$ cat src/mmu_pkg.sv
package mmu_pkg;

    // basic widths
    localparam int WORD_W   = 32;
    localparam int VPN2_W   = 19;
    localparam int PFN_W    = 20;
    localparam int ASID_W   = 8;
    localparam int OFFSET_W = 12;   // 4 KiB pages
    localparam int CATTR_W  = 3;

    typedef logic [WORD_W-1:0]  word_t;
    typedef logic [VPN2_W-1:0]  vpn2_t;   // even/odd page pair
    typedef logic [PFN_W-1:0]   pfn_t;
    typedef logic [ASID_W-1:0]  asid_t;
    typedef logic [CATTR_W-1:0] cattr_t;

    // one TLB entry maps a pair of pages
    typedef struct packed {
        vpn2_t  vpn2;
        asid_t  asid;
        logic   g;      // global, ignores asid
        pfn_t   pfn0;
        cattr_t c0;
        logic   v0;
        pfn_t   pfn1;
        cattr_t c1;
        logic   v1;
    } tlb_entry_t;

    // TLB maintenance operations from the core
    typedef enum logic [1:0] {
        TLB_NOP   = 2'd0,
        TLB_PROBE = 2'd1,
        TLB_READ  = 2'd2,
        TLB_WRITE = 2'd3
    } tlb_op_e;

    localparam int TLB_ENTRIES_DEFAULT = 8;

    // cache attribute for cacheable, noncoherent
    localparam cattr_t K0_CACHED = 3'd3;

    // segment decode, on vaddr[31:29]
    localparam logic [2:0] SEG_KSEG0 = 3'b100;
    localparam logic [2:0] SEG_KSEG1 = 3'b101;

    // unmapped segments just drop the top three bits
    function automatic word_t seg_strip(word_t vaddr);
        word_t p;
        p = vaddr;
        p[WORD_W-1 -: 3] = 3'b000;
        return p;
    endfunction

endpackage

$ cat src/mem_bus_if.sv
`timescale 1ns/1ns

interface mem_bus_if;
    import mmu_pkg::*;

    logic       req;
    logic       wr;
    logic [1:0] size;       // 0 byte, 1 half, 2 word
    word_t      addr;
    word_t      wdata;

    logic       addr_ok;    // request accepted this cycle
    logic       data_ok;    // one pulse per accepted request, in order
    word_t      rdata;

    modport master (
        output req, wr, size, addr, wdata,
        input  addr_ok, data_ok, rdata
    );

    modport slave (
        input  req, wr, size, addr, wdata,
        output addr_ok, data_ok, rdata
    );

endinterface

$ cat src/tlb.sv
`timescale 1ns/1ns

module tlb #(
    parameter int TLB_ENTRIES = mmu_pkg::TLB_ENTRIES_DEFAULT
) (
    input  logic                           clk,
    input  logic                           resetn,

    // lookup ports, instruction and data
    input  mmu_pkg::vpn2_t                 i_ilook_vpn2,
    input  mmu_pkg::vpn2_t                 i_dlook_vpn2,
    input  mmu_pkg::asid_t                 i_asid,
    output logic                           o_ihit,
    output logic                           o_dhit,
    output mmu_pkg::tlb_entry_t            o_ientry,
    output mmu_pkg::tlb_entry_t            o_dentry,

    // maintenance op port
    input  mmu_pkg::tlb_op_e               i_op,
    input  logic [$clog2(TLB_ENTRIES)-1:0] i_op_index,
    input  mmu_pkg::tlb_entry_t            i_op_entry,
    output logic                           o_tlbp_found,
    output logic [$clog2(TLB_ENTRIES)-1:0] o_tlbp_index,
    output mmu_pkg::tlb_entry_t            o_tlbr_entry
);
    import mmu_pkg::*;

    localparam int IDX_W = $clog2(TLB_ENTRIES);

    tlb_entry_t       entries [TLB_ENTRIES];
    logic             probe_hit;
    logic [IDX_W-1:0] probe_idx;

    function automatic logic entry_match(tlb_entry_t e, vpn2_t vpn2, asid_t asid);
        return (e.vpn2 == vpn2) && (e.g || e.asid == asid);
    endfunction

    // both lookups in parallel, fully associative
    always_comb begin
        o_ihit   = 1'b0;
        o_dhit   = 1'b0;
        o_ientry = '0;
        o_dentry = '0;
        for (int i = 0; i < TLB_ENTRIES; i++) begin
            if (entry_match(entries[i], i_ilook_vpn2, i_asid)) begin
                o_ihit   = 1'b1;
                o_ientry = entries[i];
            end
            if (entry_match(entries[i], i_dlook_vpn2, i_asid)) begin
                o_dhit   = 1'b1;
                o_dentry = entries[i];
            end
        end
    end

    // probe key comes from the op entry, not the lookup ports
    always_comb begin
        probe_hit = 1'b0;
        probe_idx = '0;
        for (int i = 0; i < TLB_ENTRIES; i++) begin
            if (entry_match(entries[i], i_op_entry.vpn2, i_op_entry.asid)) begin
                probe_hit = 1'b1;
                probe_idx = IDX_W'(i);
            end
        end
    end

    // entry array, written whole
    always_ff @(posedge clk) begin
        if (resetn) begin
            for (int i = 0; i < TLB_ENTRIES; i++) begin
                entries[i] <= '0;   // clears v0, v1 and g
            end
        end else if (i_op == TLB_WRITE) begin
            entries[i_op_index] <= i_op_entry;
        end
    end

    // op results hold until the next op of the same kind
    always_ff @(posedge clk) begin
        if (resetn) begin
            o_tlbp_found <= 1'b0;
            o_tlbp_index <= '0;
            o_tlbr_entry <= '0;
        end else begin
            case (i_op)
                TLB_PROBE: begin
                    o_tlbp_found <= probe_hit;
                    o_tlbp_index <= probe_idx;
                end
                TLB_READ:  o_tlbr_entry <= entries[i_op_index];
                default: ;
            endcase
        end
    end

endmodule

$ cat src/addr_translate.sv
`timescale 1ns/1ns

module addr_translate (
    input  mmu_pkg::word_t      i_vaddr,
    input  logic                i_k0_uncached,
    input  logic                i_hit,          // from the TLB lookup on o_vpn2
    input  mmu_pkg::tlb_entry_t i_entry,
    output mmu_pkg::vpn2_t      o_vpn2,
    output mmu_pkg::word_t      o_paddr,
    output logic                o_uncached,
    output logic                o_miss
);
    import mmu_pkg::*;

    logic [2:0] seg;
    pfn_t       page_pfn;
    cattr_t     page_c;
    logic       page_v;

    assign seg    = i_vaddr[31:29];
    assign o_vpn2 = i_vaddr[31:13];

    // vaddr bit 12 picks the even or odd half of the pair
    always_comb begin
        if (i_vaddr[12]) begin
            page_pfn = i_entry.pfn1;
            page_c   = i_entry.c1;
            page_v   = i_entry.v1;
        end else begin
            page_pfn = i_entry.pfn0;
            page_c   = i_entry.c0;
            page_v   = i_entry.v0;
        end
    end

    always_comb begin
        o_paddr    = seg_strip(i_vaddr);    // unmapped / fallback address
        o_uncached = 1'b1;
        o_miss     = 1'b0;

        case (seg)
            SEG_KSEG0: o_uncached = i_k0_uncached;
            SEG_KSEG1: o_uncached = 1'b1;
            default: begin
                // mapped segments go through the TLB
                if (i_hit && page_v) begin
                    o_paddr    = {page_pfn, i_vaddr[OFFSET_W-1:0]};
                    o_uncached = (page_c != K0_CACHED);
                end else begin
                    o_miss = 1'b1;  // forwarded anyway, uncached
                end
            end
        endcase
    end

endmodule

$ cat src/dmem_dispatch.sv
`timescale 1ns/1ns

module dmem_dispatch (
    input  logic           clk,
    input  logic           resetn,
    mem_bus_if.slave       cpu,
    mem_bus_if.master      dcache,
    mem_bus_if.master      uncached,
    input  mmu_pkg::word_t i_paddr,     // translated cpu.addr
    input  logic           i_uncached
);
    import mmu_pkg::*;

    // pipeline state
    logic cur_finished;     // stage 1 already got addr_ok
    logic last_finished;    // stage 2 already got data_ok, i.e. empty
    logic last_uncached;    // target of stage 2

    logic real_addr_ok;
    logic data_ok;
    logic last_ready;
    logic cur_ready;
    logic req_ready;
    logic req_live;

    assign real_addr_ok = i_uncached ? uncached.addr_ok : dcache.addr_ok;
    assign data_ok      = last_uncached ? uncached.data_ok : dcache.data_ok;

    assign last_ready = last_finished || data_ok;           // stage 2 frees up this cycle
    assign cur_ready  = last_ready && (cur_finished || real_addr_ok);
    assign req_ready  = (i_uncached == last_uncached) || last_finished;   // no target switch
                                                            // while older data pending

    // masked once the target took the address
    assign req_live = cpu.req && req_ready && !cur_finished;

    assign dcache.req   = req_live && !i_uncached;
    assign dcache.wr    = cpu.wr;
    assign dcache.size  = cpu.size;
    assign dcache.addr  = i_paddr;
    assign dcache.wdata = cpu.wdata;

    assign uncached.req   = req_live && i_uncached;
    assign uncached.wr    = cpu.wr;
    assign uncached.size  = cpu.size;
    assign uncached.addr  = i_paddr;
    assign uncached.wdata = cpu.wdata;

    // responses come from whoever owns stage 2
    assign cpu.addr_ok = cur_ready && req_ready;
    assign cpu.data_ok = data_ok;
    assign cpu.rdata   = last_uncached ? uncached.rdata : dcache.rdata;

    always_ff @(posedge clk) begin
        if (resetn) begin
            cur_finished  <= 1'b0;
            last_finished <= 1'b1;
            last_uncached <= 1'b0;
        end else begin
            if (!last_finished) begin
                last_finished <= data_ok;
            end

            if (cpu.req && req_ready) begin
                if (cur_ready) begin
                    // stage 1 moves into stage 2
                    cur_finished  <= 1'b0;
                    last_finished <= 1'b0;
                    last_uncached <= i_uncached;
                end else if (!cur_finished) begin
                    cur_finished <= real_addr_ok;   // accepted, stage 2 still busy
                end
            end
        end
    end

endmodule

$ cat src/mmu_top.sv
`timescale 1ns/1ns

module mmu_top #(
    parameter int TLB_ENTRIES = mmu_pkg::TLB_ENTRIES_DEFAULT
) (
    input  logic                           clk,
    input  logic                           resetn,

    // cpu instruction bus
    input  logic                           i_ireq,
    input  mmu_pkg::word_t                 i_iaddr,
    output logic                           o_iaddr_ok,
    output logic                           o_idata_ok,
    output mmu_pkg::word_t                 o_irdata,

    // cpu data bus
    input  logic                           i_dreq,
    input  logic                           i_dwr,
    input  logic [1:0]                     i_dsize,
    input  mmu_pkg::word_t                 i_daddr,
    input  mmu_pkg::word_t                 i_dwdata,
    output logic                           o_daddr_ok,
    output logic                           o_ddata_ok,
    output mmu_pkg::word_t                 o_drdata,

    // icache
    output logic                           o_ic_req,
    output mmu_pkg::word_t                 o_ic_addr,
    input  logic                           i_ic_addr_ok,
    input  logic                           i_ic_data_ok,
    input  mmu_pkg::word_t                 i_ic_rdata,

    // dcache
    output logic                           o_dc_req,
    output logic                           o_dc_wr,
    output logic [1:0]                     o_dc_size,
    output mmu_pkg::word_t                 o_dc_addr,
    output mmu_pkg::word_t                 o_dc_wdata,
    input  logic                           i_dc_addr_ok,
    input  logic                           i_dc_data_ok,
    input  mmu_pkg::word_t                 i_dc_rdata,

    // uncached
    output logic                           o_uc_req,
    output logic                           o_uc_wr,
    output logic [1:0]                     o_uc_size,
    output mmu_pkg::word_t                 o_uc_addr,
    output mmu_pkg::word_t                 o_uc_wdata,
    input  logic                           i_uc_addr_ok,
    input  logic                           i_uc_data_ok,
    input  mmu_pkg::word_t                 i_uc_rdata,

    // TLB ops
    input  mmu_pkg::asid_t                 i_asid,
    input  mmu_pkg::tlb_op_e               i_tlb_op,
    input  logic [$clog2(TLB_ENTRIES)-1:0] i_tlb_index,
    input  mmu_pkg::tlb_entry_t            i_tlb_entry,
    output logic                           o_tlbp_found,
    output logic [$clog2(TLB_ENTRIES)-1:0] o_tlbp_index,
    output mmu_pkg::tlb_entry_t            o_tlbr_entry,

    output logic                           o_imiss,
    output logic                           o_dmiss,
    input  logic                           i_k0_uncached
);
    import mmu_pkg::*;

    vpn2_t      ivpn2, dvpn2;
    logic       ihit, dhit;
    tlb_entry_t ientry, dentry;
    word_t      dpaddr;
    logic       duncached;

    mem_bus_if d_cpu ();
    mem_bus_if d_cache ();
    mem_bus_if d_unc ();

    // data side plain ports onto the internal buses
    assign d_cpu.req   = i_dreq;
    assign d_cpu.wr    = i_dwr;
    assign d_cpu.size  = i_dsize;
    assign d_cpu.addr  = i_daddr;
    assign d_cpu.wdata = i_dwdata;
    assign o_daddr_ok  = d_cpu.addr_ok;
    assign o_ddata_ok  = d_cpu.data_ok;
    assign o_drdata    = d_cpu.rdata;

    assign o_dc_req          = d_cache.req;
    assign o_dc_wr           = d_cache.wr;
    assign o_dc_size         = d_cache.size;
    assign o_dc_addr         = d_cache.addr;
    assign o_dc_wdata        = d_cache.wdata;
    assign d_cache.addr_ok   = i_dc_addr_ok;
    assign d_cache.data_ok   = i_dc_data_ok;
    assign d_cache.rdata     = i_dc_rdata;

    assign o_uc_req        = d_unc.req;
    assign o_uc_wr         = d_unc.wr;
    assign o_uc_size       = d_unc.size;
    assign o_uc_addr       = d_unc.addr;
    assign o_uc_wdata      = d_unc.wdata;
    assign d_unc.addr_ok   = i_uc_addr_ok;
    assign d_unc.data_ok   = i_uc_data_ok;
    assign d_unc.rdata     = i_uc_rdata;

    // instruction bus passes through, only the address is translated
    assign o_ic_req   = i_ireq;
    assign o_iaddr_ok = i_ic_addr_ok;
    assign o_idata_ok = i_ic_data_ok;
    assign o_irdata   = i_ic_rdata;

    tlb #(
        .TLB_ENTRIES (TLB_ENTRIES)
    ) u_tlb (
        .clk          (clk),
        .resetn       (resetn),
        .i_ilook_vpn2 (ivpn2),
        .i_dlook_vpn2 (dvpn2),
        .i_asid       (i_asid),
        .o_ihit       (ihit),
        .o_dhit       (dhit),
        .o_ientry     (ientry),
        .o_dentry     (dentry),
        .i_op         (i_tlb_op),
        .i_op_index   (i_tlb_index),
        .i_op_entry   (i_tlb_entry),
        .o_tlbp_found (o_tlbp_found),
        .o_tlbp_index (o_tlbp_index),
        .o_tlbr_entry (o_tlbr_entry)
    );

    addr_translate u_itrans (
        .i_vaddr       (i_iaddr),
        .i_k0_uncached (i_k0_uncached),
        .i_hit         (ihit),
        .i_entry       (ientry),
        .o_vpn2        (ivpn2),
        .o_paddr       (o_ic_addr),
        .o_uncached    (),          // icache serves both kinds
        .o_miss        (o_imiss)
    );

    addr_translate u_dtrans (
        .i_vaddr       (d_cpu.addr),
        .i_k0_uncached (i_k0_uncached),
        .i_hit         (dhit),
        .i_entry       (dentry),
        .o_vpn2        (dvpn2),
        .o_paddr       (dpaddr),
        .o_uncached    (duncached),
        .o_miss        (o_dmiss)
    );

    dmem_dispatch u_dispatch (
        .clk        (clk),
        .resetn     (resetn),
        .cpu        (d_cpu.slave),
        .dcache     (d_cache.master),
        .uncached   (d_unc.master),
        .i_paddr    (dpaddr),
        .i_uncached (duncached)
    );

endmodule

$ cat config.mk
export PLATFORM = sky130hd
export DESIGN_NAME = mmu_top
export DESIGN_NICKNAME = d
export VERILOG_FILES = /design/src/mmu_pkg.sv /design/src/mem_bus_if.sv /design/src/tlb.sv /design/src/addr_translate.sv /design/src/dmem_dispatch.sv /design/src/mmu_top.sv
export SDC_FILE = /design/constraint.sdc
export NUM_CORES = 2
export LEC_CHECK = 0
export BUFFER_PORTS_ARGS = -buffer_cell sky130_fd_sc_hd__buf_4
export CAP_MARGIN = 15
export CORE_MARGIN = 10
export CORE_UTILIZATION = 40
export CTS_BUF_LIST = sky130_fd_sc_hd__clkbuf_16
export DETAILED_ROUTE_END_ITERATION = 16
export GPL_ROUTABILITY_DRIVEN = 0
export MAX_ROUTING_LAYER = met4
export PLACE_DENSITY_LB_ADDON = 0.08
export SYNTH_ARGS = -nofsm -noshare
export SYNTH_HDL_FRONTEND = slang
export SYNTH_SLANG_ARGS = --single-unit
$ cat constraint.sdc
create_clock -name clk -period 9.25 [get_ports clk]
set_input_delay 0.925 -clock clk [delete_from_list [all_inputs] [get_ports clk]]
set_output_delay 0.925 -clock clk [all_outputs]
set_load 0.01 [all_outputs]
==> results.toml <==
[run_status]
status = "complete, no violations"

[critical_path]
cp_max_fo = 17
cp_cell_sequence = "xnor2_1 > nand4_1 > nor4_1 > and3_1 > nor2_1 > a41oi_1 > o31a_1 > nand3_1 > buf_4 > o21ai_0 > buf_4"
critical_path_class = "flip-flop to output pin"
endpoint_kind = "output pin"
critPathArrivalTime_ns = 6.39
max_stage_delay_ns = 1.04
worst-path-buf-inv = 2
cp_slowest_cell = "o21ai_0"
cp-start-kind = "flip-flop"
crit_family = "simple AND/OR/NAND/NOR gates"
cpMostUsedCell = "buf_4"
critPathRequiredTime_ns = 8.33

[routing]
postRouteWirelength_um = 204700
drc = 0
drtIter0Drc = 5043
antenna_left = 0
vias = 35010
wl_per_cell_um = 36.55
viasPerCell = 6.254
first_pass_iters = 6

[floorplan]
die_area_um2 = 124300
io_pins = 614
die_w_um = 352.5
core_area_um2 = 109300
start_util_pct = 40.46
num_rows = 121
die_h_um = 352.5

[grt]
gr-usage-all-layers_pct = 32.52
grt_pass1_wl_um = 282700
grt_pass1_vias = 33480
grt_antenna_before_repair = 10
grt_max_degree = 79
grt.overflow.total = 0

[place]
hpwl_um = 140900
placedCellCount = 5432
port_buffers = 378

[synth]
synth_area_leaders = "edfxtp_1 (41%), xor2_1 (9.1%), and2_1 (8.6%), mux4_2 (7.9%), dfxtp_1 (3.8%)"
ys_seq_elements = 691
synth_top_area_cell = "edfxtp_1"
synth_fa_ha_area_share_pct = 0
synth.distinct_cells = 66
synth_enable_flop_cells = 608
synthXorXnorAreaFrac_pct = 11.57
synth_compound_area_share_pct = 10.14
synth_top_family_by_area = "simple AND/OR/NAND/NOR gates"
syn_inst = 4031
yosysWarnings = 0
synthArstFlopShare_pct = 0
ys.flop_type = "edfxtp_1"
syn_area_per_cell_um2 = 10.97
netlist_area_um2 = 44220
synthesis.nets = 4326
synthSimpleGateAreaFrac_pct = 16.17
synthMuxAreaShare_pct = 11.14
ys_seq_area_share_pct = 45.04
synth_top_area_share_pct = 41.28

[power_and_ir_drop]
swShare_pct = 28.16
peakVddDrop_uv = 124.1
p_comb_share_pct = 13.8
clock_power_share_pct = 39.4
p_leak_uw = 0.01786
p_int_uw = 5872
switchingPower_uw = 2301
p_per_area_nw_per_um2 = 164.4
p_seq_share_pct = 46.9

[clock_tree]
cts_hold_buf = 0
clockBufferDepth = 3
clockRootBuffer = "clkbuf_16"
cts_made_buffers = 83
numClockSinks = 691
cts_tree = "built"
post_cts_buffers = 0
cts_resized = 0
htree_levels = 3
clkLatencyLatePin_ns = 0.68
cts.reportedPaths.clkPinSlew_ns = 0.06

[layout]
fin_cells = 5599
fin_nets = 4338
area_growth_pct = 12.40
drive_above_1_share_pct = 19.60

[timing]
skew_ns = 0.02387
fin_crit_sh_pct = 79.08
worst_pin_slew_ns = 1.321
max-slew-margin-rel_pct = 10.98
hold_viol = 0
clock.fmax_mhz = 136.7
setup-violations-final = 0
min_period_ns = 7.315
finalSetupTns_ns = 0
slew_violations = 0
rsz0062_at_grt = "false"

[run]
max_cap_violations = 0

[worst_hold_path]
hold_class = "flip-flop to flip-flop"
==> tightest hold or removal path: cells and delay by family (launching register included) <==
kind	cells	cell delay [ns]
AND/OR/NAND/NOR	2	0.14
flip-flops	1	0.31
==> cell usage after synthesis, types with 42 or more instances <==
| master | n |
|---|---|
| mux4_2 | 156 |
| and2_1 | 610 |
| mux2i_1 | 93 |
| o211ai_1 | 71 |
| xnor2_1 | 122 |
| o21ai_0 | 66 |
| edfxtp_1 | 608 |
| a211oi_1 | 143 |
| dfxtp_1 | 83 |
| a21oi_1 | 89 |
| nand2_1 | 192 |
| a221o_1 | 52 |
| clkbuf_1 | 300 |
| mux2_2 | 42 |
| nor4_1 | 120 |
| a221oi_1 | 54 |
| xor2_1 | 462 |
| nand3_1 | 64 |
| buf_1 | 42 |
| nor2_1 | 207 |
| buf_4 | 161 |
==> worst paths after layout <==
check	endpoint	slack, ns	from	cells past startpoint
setup / recovery	o_uc_addr[23]	1.93	u_tlb.entries[5][70]	11
hold / removal	u_tlb.o_tlbp_index[1]	0.50	u_tlb.o_tlbp_index[1]	2
setup reg to reg	u_dispatch.last_finished	3.72	u_tlb.entries[1][49]	13
hold reg to reg	u_tlb.o_tlbp_index[1]	0.50	u_tlb.o_tlbp_index[1]	2
==> metrics by stage <==
| stage | hold WS [ns] | cell area [um^2] | power, uW | util (%) | setup WS [ns] |
|---|---|---|---|---|---|
| final | 0.4977 | 49710 | 8173 | 45.47 | 1.935 |
| after global routing | 0.5202 | 49700 | 8394 | 45.47 | 1.820 |
| after CTS | 0.4971 | 49670 | 8190 | 45.44 | 2.295 |
| after detailed placement | 0.4836 | 47050 | 4995 | 43.04 | 2.413 |
| after global placement | 0.4807 | 47050 | 4995 | 43.04 | 2.458 |
| after floorplan | 0.4889 | 44220 | 4483 | - | 4.109 |
==> layer usage <==
| metal | wire length [um] | track usage (%) |
|---|---|---|
| met5 | 0 | - |
| met4 | 7133 | 10.07 |
| met3 | 22180 | 8.158 |
| met2 | 91260 | 48.54 |
| met1 | 84100 | 43.22 |
==> power groups by stage <==
| stage | Combinational (uW) | Sequential, uW | Clock (uW) |
|---|---|---|---|
| 6_report | 1120 | 3830 | 3220 |
| 5_1_grt | 1180 | 3840 | 3370 |
| 4_1_cts | 1120 | 3820 | 3250 |
| 3_5_place_dp | 1110 | 3880 | 0 |
| 3_3_place_gp | 1110 | 3880 | 0 |
| 2_1_floorplan | 701 | 3780 | 0 |
==> placed cells by master (no fill, tap or decap), types with 17 or more instances in the layout <==
master,count
a221oi_1,54
a221o_1,52
o31ai_1,17
buf_4,442
nor2_1,199
xnor2_1,122
o21ai_0,65
nor3_1,21
edfxtp_1,608
clkbuf_16,86
mux2_2,42
dfxtp_1,82
o211ai_1,71
a211oi_1,143
nand2_1,192
clkinv_1,20
nand3_1,62
a311oi_1,17
xor2_1,462
and2_1,609
inv_1,32
a21oi_1,89
mux4_2,156
nor4_1,118
nand4_1,38
mux2i_1,93
a22oi_1,40
==> layout make-up <==
cell class	instances	area (um^2)
Antenna cell	10	25.02
Tap cell	1476	1847
Clock buffer	86	2152
Timing Repair Buffer	447	3371
Clock inverter	69	466.7
Fill cell	10250	59600
Sequential cell	691	19920
Inverter	12	45.04
Multi-Input combinational cell	2808	21880
==> state kept, by name, summed over array words and instances, names as in the netlist <==
| register | cells |
|---|---|
| u_dispatch.last_finished | 1 |
| u_tlb.o_tlbp_index | 3 |
| u_tlb.o_tlbr_entry | 76 |
| u_dispatch.last_uncached | 1 |
| u_dispatch.cur_finished | 1 |
| u_tlb.entries | 608 |
| u_tlb.o_tlbp_found | 1 |
==> kinds of logic after synthesis <==
kind of cell | count (synthesis)
and+or+nand+nor | 1318
DFF | 691
AOI/OAI and AO/OA | 614
xor gates and xnor gates | 584
buffers and inverters | 532
muxes | 292
Power figures use the tool's default switching activity.
